===== src/iob_axil_defs.svh =====
// ==========================================================
// widths and depths shared by the IOb to AXI-Lite subsystem
// include wherever a width or depth macro is needed
// ==========================================================

`ifndef IOB_AXIL_DEFS_SVH
`define IOB_AXIL_DEFS_SVH

// byte address width on both buses
`define IOB_AXIL_ADDR_W 12

// data width on both buses
`define IOB_AXIL_DATA_W 32

// word index bits of the RAM, 256 words
// upper address bits are dropped so addresses wrap
`define IOB_AXIL_RAM_AW 8

// entries in the IOb request buffer
`define IOB_AXIL_BUF_DEPTH 2

`endif


===== src/iob_pkg.sv =====
// ==========================================================
// IOb native bus types: address, data, strobes and the
// request bundle that travels through the request buffer
// ==========================================================

package iob_pkg;

`include "iob_axil_defs.svh"

   // byte address
   typedef logic [`IOB_AXIL_ADDR_W-1:0] iob_addr_t;

   // read and write data
   typedef logic [`IOB_AXIL_DATA_W-1:0] iob_data_t;

   // byte strobes, zero means read
   typedef logic [`IOB_AXIL_DATA_W/8-1:0] iob_strb_t;

   // one IOb request as held in the buffer
   typedef struct packed {
      iob_addr_t addr;
      iob_data_t wdata;
      iob_strb_t wstrb;
   } iob_req_t;

endpackage


===== src/iob_req_buffer.sv =====
// ==========================================================
// small circular FIFO of IOb requests, valid/ready each side
// sits between the external port and the AXI-Lite bridge
// ==========================================================

`timescale 1ns/1ns

`include "iob_axil_defs.svh"

module iob_req_buffer
   import iob_pkg::*;
(
   input  logic     clk_i,
   input  logic     reset_i,
   // upstream side
   input  logic     in_valid_i,
   input  iob_req_t in_req_i,
   output logic     in_ready_o,
   // downstream side
   output logic     out_valid_o,
   output iob_req_t out_req_o,
   input  logic     out_ready_i
);

   localparam int DEPTH = `IOB_AXIL_BUF_DEPTH;
   localparam int PTR_W = (DEPTH > 1) ? $clog2(DEPTH) : 1;
   localparam int CNT_W = $clog2(DEPTH + 1);

   typedef logic [PTR_W-1:0] ptr_t;
   typedef logic [CNT_W-1:0] cnt_t;

   iob_req_t entries [DEPTH];
   ptr_t     wr_ptr;
   ptr_t     rd_ptr;
   cnt_t     count;
   logic     push;
   logic     pop;

   // wrap at DEPTH, which need not be a power of two
   function automatic ptr_t next_ptr(input ptr_t p);
      return (p == ptr_t'(DEPTH - 1)) ? '0 : p + 1'b1;
   endfunction

   assign in_ready_o  = (count != cnt_t'(DEPTH));
   assign out_valid_o = (count != '0);
   assign out_req_o   = entries[rd_ptr];

   assign push = in_valid_i & in_ready_o;
   assign pop  = out_valid_o & out_ready_i;

   // pointers and occupancy
   always_ff @(posedge clk_i) begin
      if (reset_i) begin
         wr_ptr <= '0;
         rd_ptr <= '0;
         count  <= '0;
      end else begin
         if (push) begin
            wr_ptr <= next_ptr(wr_ptr);
         end
         if (pop) begin
            rd_ptr <= next_ptr(rd_ptr);
         end
         case ({push, pop})
            2'b10:   count <= count + 1'b1;
            2'b01:   count <= count - 1'b1;
            default: count <= count;
         endcase
      end
   end

   // storage, payload only
   always_ff @(posedge clk_i) begin
      if (push) begin
         entries[wr_ptr] <= in_req_i;
      end
   end

endmodule


===== config.mk =====
export PLATFORM = sky130hd
export DESIGN_NAME = iob_req_buffer
export DESIGN_NICKNAME = d
export VERILOG_FILES = /design/src/iob_pkg.sv /design/src/iob_req_buffer.sv
export VERILOG_INCLUDE_DIRS = /design/src
export SDC_FILE = /design/constraint.sdc
export NUM_CORES = 1
export LEC_CHECK = 0
export ABC_AREA = 1
export BUFFER_PORTS_ARGS = -buffer_cell sky130_fd_sc_hd__clkbuf_2
export CORE_MARGIN = 2
export CORE_UTILIZATION = 52
export DETAILED_ROUTE_END_ITERATION = 10
export PLACE_DENSITY_LB_ADDON = 0.12
export SYNTH_ARGS = -nofsm -noshare
export SYNTH_HDL_FRONTEND = slang
export SYNTH_SLANG_ARGS = --single-unit

===== constraint.sdc =====
create_clock -name clk_i -period 3.6 [get_ports clk_i]
set_input_delay 0 -clock clk_i [delete_from_list [all_inputs] [get_ports clk_i]]
set_output_delay 0 -clock clk_i [all_outputs]
set_load 0.01 [all_outputs]

# == After elaboration in Yosys (flattened, before gate mapping) ==
# Memory sizes are Yosys's and may differ from the RTL's. A register that Yosys moved wholly into a read port is not among the register bits.
# Index checks and enable logic that the tools add are counted.
# totals
ramBits,96
wordCells,22
inputBits,52
reg_bits,4
out_inout_bits,50
memories,1
# classes
n_mux,7
eq_ne,3
n_reduce_logical,2
bitwise,2
addsub,4
# memory_table
name,depth,width,rd,rd_ports_with_merged_regs,wr,line_no,rtl
entries,2,48,1,1,1,iob_req_buffer.sv:32,iob_req_t entries [DEPTH];
# ops
cell,n
$mux W1,6
$pmux W2 S2,1
$reduce_bool A2 Y1,2
$add A1 B1 Y1 const B,2
$add A2 B1 Y2 const B,1
$and A1 B1 Y1,2
$eq A2 B1 Y1 const B,1
$eq A2 B2 Y1 const B,1
$ne A2 B2 Y1 const B,1
$sub A2 B1 Y2 const B,1

# == Depth between registers and ports, before layout ==
# depth
depth_word,4
depth_mapped,10
depth_no_buf,10

# == Worst setup path after synthesis ==
# No wires, ideal clock.
# synth_path
path_kind,reg2reg
startpoint,register count[0]
endpoint,memory entries[0][0] (netlist name) (enable)
required_ns,3.146
path_buffers,0
setup_time_ns,0.454
t_arrival_ns,2.679
period_less_slack_ns,3.133
path_slack_ns,0.467
path_stages_with_launch,5
cell_sequence,dfxtp_1 inv_1 nand2_1 nand2_1 nor2_1
# synth_via
elab_chain_len,4
# synth_rtl
item,line_no,rtl
"start, declared",iob_req_buffer.sv:35,cnt_t count;
"start signal, assigned",iob_req_buffer.sv:65,2'b10: count <= count + 1'b1;
"start signal, assigned",iob_req_buffer.sv:66,2'b01: count <= count - 1'b1;
"start signal, assigned",iob_req_buffer.sv:67,default: count <= count;
$ne A2 B2 Y1,iob_req_buffer.sv:44,assign in_ready_o = (count != cnt_t'(DEPTH));
via in_ready_o,iob_req_buffer.sv:18,"output logic in_ready_o,"
$and A1 B1 Y1,iob_req_buffer.sv:48,assign push = in_valid_i & in_ready_o;
$mux W1,iob_req_buffer.sv:74,if (push) begin
$mux W1 (not written as such),iob_req_buffer.sv:75,entries[wr_ptr] <= in_req_i;
"end, declared",iob_req_buffer.sv:32,
# The timed path passes the listed nets, and every way through them passes these cells.

==> impl_results.md <==
- Status: complete, no violations
- Clock transition at the registers of the reported paths: 0.09 ns
- Final hold vios: 0
- Utilization after layout: 0.7239
- Final #Nets: 402
- Most Crowded Layer GR: met2
- Antenna cells: 0
- Synth Cell Area: 3784 um2
- Synth cell types: 13
- Post-Layout Cell Count: 453
- Max cap viols: 0
- Vias in the first global route: ~2000
- Die area: 7974 um2
- CP required: ~3.6 ns
- Peak supply drop: 0.3799 mV
- Internal power: 2.212 mW
- Total track usage: 0.1648
- Die X: 89.30 um
- DRC: 0
- Largest net degree at the start of global routing: 49
- Met3 usage: 0.04432
- Seq/Total Area, Yosys: 0.7884
- Dpl hpwl: 3.721 mm
- Clock Power Share: 0.279
- # resized after CTS: 0
- Layout cell share with drive strength beyond 1: 0.4802
- Met2 global-route usage: 0.2869
- Leakage: 2.040 nW
- Final Total Pwr: 2.930 mW
- CTS Hold Bufs: 52
- Ys Warns: 0
- Endpoints failing setup: 0
- Place WS: 1.751 ns
- Hold Slack: 0.3791 ns
- Fmax: 453.1 MHz
- Core area: 7137 um2
- Placed cell area: 4408 um2
- Register bit total from synthesis: 101
- Chip height: 89.30 um
- Global-route wire length before repair: 9.390 mm
- Critical Path AT: 2.21 ns
- Kind of critical path: flip-flop to output pin
- RSZ-0062 raised after global routing: no
- GRT overflow: 0
- Clk buf depth: 2
- Wirelength per Cell: 14.13 um
- Rows: 31
- Worst setup margin: 1.393 ns
- Ports: 102
- Post-CTS Setup Bufs: 0
- Hold/Removal Path Class: input port to flip-flop
- Max-slew headroom: 0.4022
- Worst setup EP type: output pin
- Comb pwr share: 0.208
- Fillers: around 490
- Via count: 2113
- Inst Count DP: 385
- Worst skew pair latency: between 0.3 and 0.4 ns
- Root buf cell: clkbuf_8
- Initial antenna violation count: 0
- P&R area growth vs syn: 36.54%
- Fin. max-slew vios: 0
- CTS tree: done
- Port-buffer cells: 101
- Depth of the CTS H-tree: 3
- DR iter-0 viols: 95
- Startpoint types: flip-flop
- Syn Area/Cell: 20.23 um2
- Reg2Reg Setup Slack: ~1.8 ns
- Vias/cell: approximately 4.7
- Syn_nets: 240
- Inserted Clock Buffers: 9
- Period utilisation layout: 0.6131
- Sw frac: 0.2450
- Flop pwr share: 0.513
- Power Dens Cells: around 570 nW/um2
- TritonCTS Sinks: 101
- Fin area: 5166 um2
- Sw Pwr: 0.7178 mW
- Worst-Margin Slew: 0.8968 ns
- Initial core utilization: 0.5302
- Met1 usage: 0.1934
- Min Tclk post-route: roughly 2.2 ns
- Worst Skew: 0.009446 ns
- TritonRoute pass-1 iters: 4
- TNS Setup: 0 ns
- Synth Instances: around 190
- Routability Congestion: 0.7272
- Crit Path Max Fanout: 35
- Post-Route WL: 6.399 mm
- Routed Antenna Nets: 0
==> synthesized netlist by cell type <==
cell,instances,area (um2)
inv_1,8,30.03
mux2_2,28,315.3
a21oi_1,2,10.01
dfxtp_1,5,100.1
mux2_4,20,300.3
ha_1,1,12.51
nor2_1,10,37.54
buf_2,2,10.01
nand2_1,8,30.03
o21ai_0,3,15.01
nand4_1,1,6.260
edfxtp_1,96,2883
buf_6,3,33.78
==> critical path, cell delays in order, from the launching register on <==
cell and delay (ns):
dfxtp_2 0.93, buf_4 0.40, mux2_2 0.37, clkbuf_2 0.13
==> registers in the layout, indices dropped and copies added, names as in the netlist, named ones only <==
name     cells
entries     96
count        2
rd_ptr       1
wr_ptr       1
==> worst paths after layout <==
check                        end         start  cells past startpoint
hold reg to reg        flip-flop        rd_ptr                      2
setup reg to reg  entries[0][29]      count[0]                      5
hold / removal    entries[0][27]  in_req_i[27]                      2
setup / recovery   out_req_o[42]     flip-flop                      3
==> area by class of cell <==
class	instances	area, um2	area share
Inverter	8	30.03	0.005813
Timing Repair Buffer	156	1049	0.2030
Clock buffer	9	123.9	0.02398
Tap cell	99	123.9	0.02398
Multi-Input combinational cell	73	742.0	0.1436
Sequential cell	101	2984	0.5776
Clock inverter	7	113.9	0.02204
==> cells by family after synthesis <==
kind of cell             synth area share
AO/OA/AOI/OAI                    0.006613
buffers and inverters             0.01951
AND/OR/NAND/NOR                   0.01951
flip-flops                         0.7884
adder cells (fa/ha/maj)          0.003306
multiplexers                       0.1627
==> cells in the final DEF (no fill, tap or decap), types with 4 or more instances in the layout <==
cell type / Yosys / final
dfxtp_1: 5 / 4
mux2_4: 20 / 20
nand2_1: 8 / 8
inv_1: 8 / 8
mux2_2: 28 / 28
dlygate4sd3_1: 0 / 52
nor2_1: 10 / 8
clkbuf_8: 0 / 9
clkbuf_2: 0 / 101
edfxtp_1: 96 / 96
==> layer usage <==
layer,vias up,share of wire
li1,1031,-
met1,1007,0.41
met2,68,0.53
met3,7,0.051
met4,0,0.012
met5,-,0
==> power groups by stage <==
stage	clock [mW]	combinational [mW]	sequential, mW
6_report	0.816	0.610	1.50
3_5_place_dp	0	0.566	1.53
3_3_place_gp	0	0.565	1.53
2_1_floorplan	0	0.401	1.49
4_1_cts	0.839	0.614	1.51
5_1_grt	0.885	0.664	1.52
(Power assumes the default switching activity.)
