===== config.mk =====
export PLATFORM = sky130hd
export DESIGN_NAME = iob_iob2axil
export DESIGN_NICKNAME = d
export VERILOG_FILES = /design/src/axil_pkg.sv /design/src/iob_pkg.sv /design/src/iob_iob2axil.sv
export VERILOG_INCLUDE_DIRS = /design/src
export SDC_FILE = /design/constraint.sdc
export NUM_CORES = 1
export LEC_CHECK = 0
export BUFFER_PORTS_ARGS = -buffer_cell sky130_fd_sc_hd__buf_4
export CORE_AREA = 2 2 74 76
export CTS_CLUSTER_DIAMETER = 40
export DETAILED_ROUTE_END_ITERATION = 12
export DIE_AREA = 0 0 76 78
export PLACE_DENSITY_LB_ADDON = 0.3
export SYNTH_ARGS = -nofsm -noshare
export SYNTH_HDL_FRONTEND = slang
export SYNTH_SLANG_ARGS = --single-unit

===== constraint.sdc =====
create_clock -name clk_i -period 0.8 [get_ports clk_i]
set_input_delay 0.08 -clock clk_i [delete_from_list [all_inputs] [get_ports clk_i]]
set_output_delay 0.08 -clock clk_i [all_outputs]
set_load 0.005 [all_outputs]

===== src/iob_axil_defs.svh =====
// ==========================================================
// widths and depths shared by the IOb to AXI-Lite subsystem
// include wherever a width or depth macro is needed
// ==========================================================

`ifndef IOB_AXIL_DEFS_SVH
`define IOB_AXIL_DEFS_SVH

// byte address width on both buses
`define IOB_AXIL_ADDR_W 12

// data width on both buses
`define IOB_AXIL_DATA_W 32

// word index bits of the RAM, 256 words
// upper address bits are dropped so addresses wrap
`define IOB_AXIL_RAM_AW 8

// entries in the IOb request buffer
`define IOB_AXIL_BUF_DEPTH 2

`endif


===== src/axil_pkg.sv =====
// ==========================================================
// AXI4-Lite payload types, one packed struct per channel
// valid and ready bits travel beside these as plain ports
// ==========================================================

package axil_pkg;

`include "iob_axil_defs.svh"

   typedef logic [`IOB_AXIL_ADDR_W-1:0]   axil_addr_t;
   typedef logic [`IOB_AXIL_DATA_W-1:0]   axil_data_t;
   typedef logic [`IOB_AXIL_DATA_W/8-1:0] axil_strb_t;
   typedef logic [1:0]                    axil_resp_t;

   // only OKAY is ever returned here
   localparam axil_resp_t AXIL_RESP_OKAY = 2'b00;

   // write address channel
   typedef struct packed {
      axil_addr_t addr;
   } axil_aw_t;

   // write data channel
   typedef struct packed {
      axil_data_t data;
      axil_strb_t strb;
   } axil_w_t;

   // write response channel
   typedef struct packed {
      axil_resp_t resp;
   } axil_b_t;

   // read address channel
   typedef struct packed {
      axil_addr_t addr;
   } axil_ar_t;

   // read data channel
   typedef struct packed {
      axil_data_t data;
      axil_resp_t resp;
   } axil_r_t;

endpackage


===== src/iob_pkg.sv =====
// ==========================================================
// IOb native bus types: address, data, strobes and the
// request bundle that travels through the request buffer
// ==========================================================

package iob_pkg;

`include "iob_axil_defs.svh"

   // byte address
   typedef logic [`IOB_AXIL_ADDR_W-1:0] iob_addr_t;

   // read and write data
   typedef logic [`IOB_AXIL_DATA_W-1:0] iob_data_t;

   // byte strobes, zero means read
   typedef logic [`IOB_AXIL_DATA_W/8-1:0] iob_strb_t;

   // one IOb request as held in the buffer
   typedef struct packed {
      iob_addr_t addr;
      iob_data_t wdata;
      iob_strb_t wstrb;
   } iob_req_t;

endpackage


===== src/iob_iob2axil.sv =====
// ==========================================================
// IOb subordinate to AXI4-Lite manager bridge
// strobes pick read or write, read data passes straight back
// ==========================================================

`timescale 1ns/1ns

module iob_iob2axil
   import iob_pkg::*;
   import axil_pkg::*;
(
   input  logic      clk_i,
   input  logic      reset_i,
   // IOb request side
   input  logic      iob_valid_i,
   input  iob_req_t  iob_req_i,
   output logic      iob_ready_o,
   // IOb read data side
   input  logic      iob_rready_i,
   output logic      iob_rvalid_o,
   output iob_data_t iob_rdata_o,
   // write address
   output logic      awvalid_o,
   output axil_aw_t  aw_o,
   input  logic      awready_i,
   // write data
   output logic      wvalid_o,
   output axil_w_t   w_o,
   input  logic      wready_i,
   // write response
   input  logic      bvalid_i,
   input  axil_b_t   b_i,
   output logic      bready_o,
   // read address
   output logic      arvalid_o,
   output axil_ar_t  ar_o,
   input  logic      arready_i,
   // read data
   input  logic      rvalid_i,
   input  axil_r_t   r_i,
   output logic      rready_o
);

   logic is_write;
   logic aw_hs;
   logic wvalid_q;

   assign is_write = |iob_req_i.wstrb;

   // write address goes first, data only once the address is taken
   assign awvalid_o = iob_valid_i & is_write & ~wvalid_q;
   assign aw_hs     = awvalid_o & awready_i;
   assign aw_o      = '{addr: iob_req_i.addr};

   // wvalid flag
   // wready is often high while idle, so only a taken beat clears it
   always_ff @(posedge clk_i) begin
      if (reset_i) begin
         wvalid_q <= 1'b0;
      end else if (wvalid_q & wready_i) begin
         wvalid_q <= 1'b0;
      end else if (aw_hs) begin
         wvalid_q <= 1'b1;
      end
   end

   assign wvalid_o = wvalid_q;
   assign w_o      = '{data: iob_req_i.wdata, strb: iob_req_i.wstrb};

   // reads need a single address beat
   assign arvalid_o = iob_valid_i & ~is_write;
   assign ar_o      = '{addr: iob_req_i.addr};

   // request done on the data beat for writes, the address beat for reads
   assign iob_ready_o = is_write ? (wvalid_q & wready_i) : arready_i;

   // responses share the outside read-ready
   // b is drained but not reported, the RAM only answers OKAY
   assign bready_o = iob_rready_i;
   assign rready_o = iob_rready_i;

   assign iob_rvalid_o = rvalid_i;
   assign iob_rdata_o  = r_i.data;

endmodule


## After elaboration in Yosys (flattened, before gate mapping)

Index checks and enable logic that the tools add are counted.

| operators by class | value |
|---|---|
| muxes and demuxes | 1 |
| bitwise operators | 7 |
| reductions and logical operators | 2 |

Operator list:

| kind | count |
|---|---|
| $and 1x1->1 | 5 |
| $reduce_or 4->1 | 1 |
| $not 1->1 | 2 |
| $reduce_or 2->1 | 1 |
| $mux 1 | 1 |

| word-level totals | value |
|---|---|
| flip-flop bits (word level) | 1 |
| bits of input ports | 93 |
| output and inout bits | 99 |
| word-level logic and storage cells | 11 |

## Longest topological paths before layout

Gate-level depths: netlist of run 1.

| logic depth | value |
|---|---|
| depth in word-level cells | 4 |
| gate-level depth with buffers | 2 |
| gate-level depth less buffers | 2 |

## Worst setup path after synthesis of run 1

OpenSTA, ideal clock, no wires.

| timing path | value |
|---|---|
| path kind | register to register |
| from | register wvalid_q (netlist: wvalid_o) |
| to | register wvalid_q (netlist: wvalid_o) |
| data arrival time | 0.639 ns |
| data required time | 0.708 ns |
| path slack | 0.069 ns |
| stages on the path, launching flop included | 3 |
| clock period less this slack | 0.731 ns |
| cells stage by stage | dfxtp_1 -> inv_1 -> o32ai_1 |

| between the ends | value |
|---|---|
| word-level cells in the longest chain between the ends | 3 |

Ends and longest elaborated chain:

| element | line | RTL |
|---|---|---|
| start: declaration | iob_iob2axil.sv:46 | `logic wvalid_q;` |
| start signal: assignment | iob_iob2axil.sv:59 | `wvalid_q <= 1'b0;` |
| start signal: assignment | iob_iob2axil.sv:61 | `wvalid_q <= 1'b0;` |
| start signal: assignment | iob_iob2axil.sv:63 | `wvalid_q <= 1'b1;` |
| $not 1->1 | iob_iob2axil.sv:51 | `assign awvalid_o = iob_valid_i & is_write & ~wvalid_q;` |
| $and 1x1->1 | iob_iob2axil.sv:51 |  |
| $and 1x1->1 | iob_iob2axil.sv:52 | `assign aw_hs = awvalid_o & awready_i;` |

Several ways; a longest one is shown, not always the timed one.
A chain may end at the register's enable or synchronous reset.

## Worst setup path in the final report of run 1

| timing path | value |
|---|---|
| from | input port iob_req_i[3] (netlist name) |
| to | output port arvalid_o |

| between the ends | value |
|---|---|
| word-level cells in the longest chain between the ends | 3 |

Ends and longest elaborated chain:

| element | line | RTL |
|---|---|---|
| start: declaration | iob_iob2axil.sv:16 | `input iob_req_t iob_req_i,` |
| $reduce_or 4->1 | iob_iob2axil.sv:48 | `assign is_write = \|iob_req_i.wstrb;` |
| $not 1->1 | iob_iob2axil.sv:71 | `assign arvalid_o = iob_valid_i & ~is_write;` |
| $and 1x1->1 | iob_iob2axil.sv:71 |  |
| end: declaration | iob_iob2axil.sv:35 | `output logic arvalid_o,` |

Every way passes these cells.

==> run_results.csv, run 1 <==
group,metric,value,unit
die,start_util,0.161,
sta,fmax,1.05,GHz
logic_synthesis,synth_warnings,0,
die,die_h,78,um
die,rows,26,
sta,rsz0062_at_grt,"true",
global_route,grt_max_degree,6,
global_route,overflow,0,
sta,skew,0,ps
global_route,use_met1,0.0125,
logic_synthesis,syn_nets,198,
global_route,grt_pass1_vias,310,
power,p_per_area,481,mW/mm2
global_route,use_met3,0.0314,
route,dr.pass1.iters,2,
route,wire_per_inst,10.9,um
setup_path,cpMaxStageDelayCell,"nor4_4",
logic_synthesis,synth-simple-area-share,0.0633,
setup_path,crit_fanout,3,
die,die_area,0.00593,mm2
power,p_leak,0.147,nW
setup_path,start_kind,"primary input",
setup_path,worstSetupEndpointType,"primary output",
logic_synthesis,ys_ff_latch,1,
logic_synthesis,ys_seq_area_frac,0.0247,
sta,setup_viol,4,
run_status,status,"finished with violations",
logic_synthesis,synthCells,105,
sta,finalCritPeriodShare,1.19,
logic_synthesis,synthTopCellsByArea,"buf_4 (88%), nor4_4 (2.6%), dfxtp_1 (2.5%)",
route,drcViolationCount,0,
route,antenna_left,0,
sta,tns,-500,ps
finish,insertedDiodeCount,0,
logic_synthesis,synth.distinct_cells,10,
logic_synthesis,syn_area,811,um2
logic_synthesis,synth_top_area_cell,"buf_4",
global_route,grt_pass1_wl,1.57,mm
finish,num-nets-final,127,
place,port_buffers,17,
logic_synthesis,synthMuxAreaShare,0.0123,
route,drt_iter0_markers,3,
cts,clock_latency,0,ps
setup_path,worstPathRequired,720,ps
global_route,antenna_found_initial,0,
min_path,hp-class,"primary input to primary output",
sta,min_period,949,ps
global_route,gr-usage-all-layers,0.0314,
die,die_x,76,um
die,core,0.00504,mm2
logic_synthesis,synth_top_family_by_area,"buffers and inverters",
setup_path,slowest_delay,300,ps
finish,largest_reg_flops,1,
sta,hold_viol,0,
route,wirelength,1.11,mm
finish,drive_gt1_frac,0.781,
setup_path,worstSetupPathType,"primary input to primary output",
setup_path,cp_cell_sequence,"buf_8 -> nor4_4 -> buf_4 -> and2_4 -> buf_6",
job,max-cap-violations,0,
logic_synthesis,syn_area_per_cell,7.72,um2
logic_synthesis,synth_top_area_frac,0.880,
place,dpl.hpwl,886,um
sta,slew_violations,0,
place,place_ws,-219,ps
place,place_congestion,0.684,
global_route,top_usage_layer,"met4",
logic_synthesis,synth_compound_area_frac,0.0108,
logic_synthesis,synth-xor-area-share,0,
sta,tightest_slew,253,ps
setup_path,arrival,870,ps
route,vias_per_cell,2.59,
run_status,violations,"setup timing",
cts,cts_hold_buf,0,
finish,area_delta_synth_final,-53.4,%
power,irDropWorstVdd,0.0893,mV
logic_synthesis,synthAdderAreaFrac,0,
sta,timing.final.ws_setup,-149,ps
global_route,grt_util_met2,0.0393,
die,ios,192,
route,vias,264,
sta,relSlewSlack,0.830,
-- metrics by stage --
stage               total power [W]  hold slack, ps  cell area [um2]  instances    util
finish                     0.000182             160              378        102  0.0749
CTS                        0.000176             160              358        101  0.0710
detailed placement         0.000167             160              335        100  0.0665
global placement           0.000167             160              335        100  0.0665
global route               0.000192             160              378        102  0.0749
floorplan                  0.000460             184              811        105       -
-- layout make-up --
type	instances	area [um2]
repair buffers	22	184
flip-flops and latches	1	20.0
inverters	2	7.51
fillers	588	4660
multi-input cells	7	78.8
well taps	70	87.6
-- where the power goes --
part           leakage, nW  total [W]  internal [W]  switching [W]
combinational        0.139   0.000124     0.0000849      0.0000389
clock                    0          0             0              0
sequential         0.00822  0.0000579     0.0000541     0.00000375
total                0.147   0.000182      0.000139      0.0000427
-- per-layer routing --
metal  vias up  part of all wire
li1         81                 -
met1       101              0.16
met2        34              0.35
met3        48              0.28
met4         0              0.21
met5         -                 0
-- timing repair --
| action | in CTS | in global routing |
|---|---|---|
| resized for setup | 3 | 4 |
| pin swaps | 2 | 2 |
| buffers inserted | 1 | 1 |
| endpoints found under the setup margin | 4 | 4 |
-- Yosys cell counts --
cell type	number
o32ai_1	1
nor4_4	1
inv_1	2
mux2i_1	1
dfxtp_1	1
nor3b_1	1
and2_2	1
buf_4	95
nand2_1	1
nand4bb_1	1
-- critical path, delay by kind of cell --
kind	cells	cell delay, ps
buf+inv	3	350
simple gates	2	430
-- final timing paths --
path,from,to,slack (ps),cells after the start
setup / recovery,iob_req_i[3],arvalid_o,-150,5
hold / removal,r_i[19],iob_rdata_o[17],160,0
setup reg to reg,wvalid_o,wvalid_o,20,2
hold reg to reg,wvalid_o,wvalid_o,540,2
-- cell usage in the layout (no fill, tap or decap) --
| cell | Yosys | final |
|---|---|---|
| buf_4 | 95 | 18 |
| mux2i_1 | 1 | 1 |
| inv_1 | 2 | 2 |
| and2_4 | 0 | 1 |
| dfxtp_1 | 1 | 1 |
| nand4bb_1 | 1 | 1 |
| nor4_4 | 1 | 1 |
| nand2_1 | 1 | 1 |
| buf_6 | 0 | 3 |
| nor3b_1 | 1 | 1 |
| o32ai_2 | 0 | 1 |
| buf_8 | 0 | 1 |
-- logic make-up after synthesis --
family / Yosys count
AO/OA/AOI/OAI: 1
AND/OR/NAND/NOR: 5
buffers and inverters: 97
multiplexers: 1
flip-flops: 1
Power figures use the tool's default switching activity.
==> run 2: changes to the inputs <==
CORE_AREA = 2 2 75 77   (was 2 2 74 76)
DIE_AREA = 0 0 77 79   (was 0 0 76 78)
clock period = 1.2 ns   (was 0.8 ns; I/O delays follow)
==> run_results.csv, run 2 (synthesis gave the netlist of run 1 again) <==
group,metric,value,unit
setup_path,worstSetupPathType,"primary input to primary output",
global_route,overflow,0,
finish,final_common_cell,"buf_4",
finish,seqCellArea,20.0,um2
finish,num-nets-final,122,
job,max-cap-violations,0,
cts,post_cts_buffers,0,
run_status,status,"finished clean",
global_route,grt_pass1_wl,1.77,mm
sta,fmax,0.916,GHz
setup_path,crit_fanout,4,
setup_path,cp_cell_sequence,"buf_4 -> nor4_4 -> mux2i_1 -> buf_4",
place,dpl.hpwl,1.15,mm
finish,layout_common_cells,"buf_4 (17), inv_1 (2)",
global_route,antenna_found_initial,1,
die,die_h,79,um
setup_path,worstPathRequired,1080,ps
route,wirelength,1.37,mm
cts,cts_resized,0,
finish,design_area,315,um2
finish,nFillCells,646,
sta,slew_violations,0,
sta,tightest_slew,319,ps
die,ios,192,
cts,cts_hold_buf,0,
finish,multi_input_area,70.1,um2
place,place_congestion,0.617,
setup_path,crit_top_cell,"buf_4",
route,wire_per_inst,13.9,um
route,drcViolationCount,0,
setup_path,arrival,970,ps
global_route,grt_pass1_vias,287,
power,p_per_area,342,mW/mm2
finish,insertedDiodeCount,0,
setup_path,reg2reg_depth,2,
setup_path,start_kind,"primary input",
route,drt_iter0_markers,2,
route,dr.pass1.iters,3,
finish,area_delta_synth_final,-61.1,%
die,rows,27,
die,start_util,0.152,
die,core,0.00534,mm2
sta,relSlewSlack,0.786,
setup_path,slowest_delay,360,ps
die,die_x,77,um
min_path,holdPathEnd,"iob_rdata_o[23]",
die,die_area,0.00608,mm2
route,vias,253,
global_route,gr-usage-all-layers,0.0390,
min_path,whs_path_depth,0,
sta,skew,0,ps
route,antenna_left,0,
sta,rsz0062_at_grt,"false",
min_path,hp-class,"primary input to primary output",
setup_path,worstSetupEndpointType,"primary output",
setup_path,r2r_slack,370,ps
power,irDropWorstVdd,0.0611,mV
sta,setup_viol,0,
global_route,grt_max_degree,6,
power,p_leak,0.113,nW
sta,holdWs,240,ps
min_path,hp-start,"r_i[25]",
cts,clock_latency,0,ps
sta,hold_viol,0,
place,dpl_cell_area,315,um2
setup_path,r2r-end,"wvalid_o",
sta,tns,0,ps
place,port_buffers,17,
setup_path,cpMaxStageDelayCell,"nor4_4",
route,vias_per_cell,2.56,
finish,largest_reg_flops,1,
sta,min_period,1090,ps
setup_path,r2r-start,"wvalid_o",
finish,drive_gt1_frac,0.704,
sta,finalCritPeriodShare,0.910,
==> run 2: area by class of cell <==
| cell class | count | share of cell area |
|---|---|---|
| inverter | 2 | 0.0238 |
| multi-input combinational | 7 | 0.222 |
| sequential | 1 | 0.0635 |
| tap | 72 | 0.286 |
| timing repair buffer | 17 | 0.405 |
==> run 2: stage by stage <==
step           setup WS [ps]  instances  total power [W]    util
6_report                 108         99         0.000108  0.0591
5_1_grt                 25.7         99         0.000115  0.0591
2_1_floorplan            401        105         0.000307       -
4_1_cts                 77.0         99         0.000110  0.0591
3_3_place_gp             117         99         0.000108  0.0591
3_5_place_dp            98.4         99         0.000109  0.0591
==> run 2: worst max-delay path by stage <==
stage | from | to | cells past startpoint
detailed placement | iob_req_i[3] | iob_ready_o | 4
finish | iob_req_i[3] | iob_ready_o | 4
floorplan | iob_req_i[3] | iob_ready_o | 2
global route | iob_req_i[3] | iob_ready_o | 4
global placement | iob_req_i[3] | iob_ready_o | 4
CTS | iob_req_i[3] | iob_ready_o | 4
==> run 2: critical path: cells and delay by family <==
kind	cells	cell delay (ps)
AND/OR/NAND/NOR	1	360
buffers and inverters	2	260
multiplexers	1	230
==> run 2: per-layer routing <==
layer  GRT usage  share of wire  up-vias
met5           0         0.0051        -
met2      0.0439           0.33       43
met4      0.0857           0.22        2
met3      0.0420           0.29       50
met1      0.0185           0.16       86
li1            -              -       72
==> run 2: where the power goes <==
part / internal, W / switching [W] / total (W)
Sequential: 0.0000361 / 0.00000270 / 0.0000388
Combinational: 0.0000425 / 0.0000267 / 0.0000692
Clock: 0 / 0 / 0
Total: 0.0000786 / 0.0000294 / 0.000108
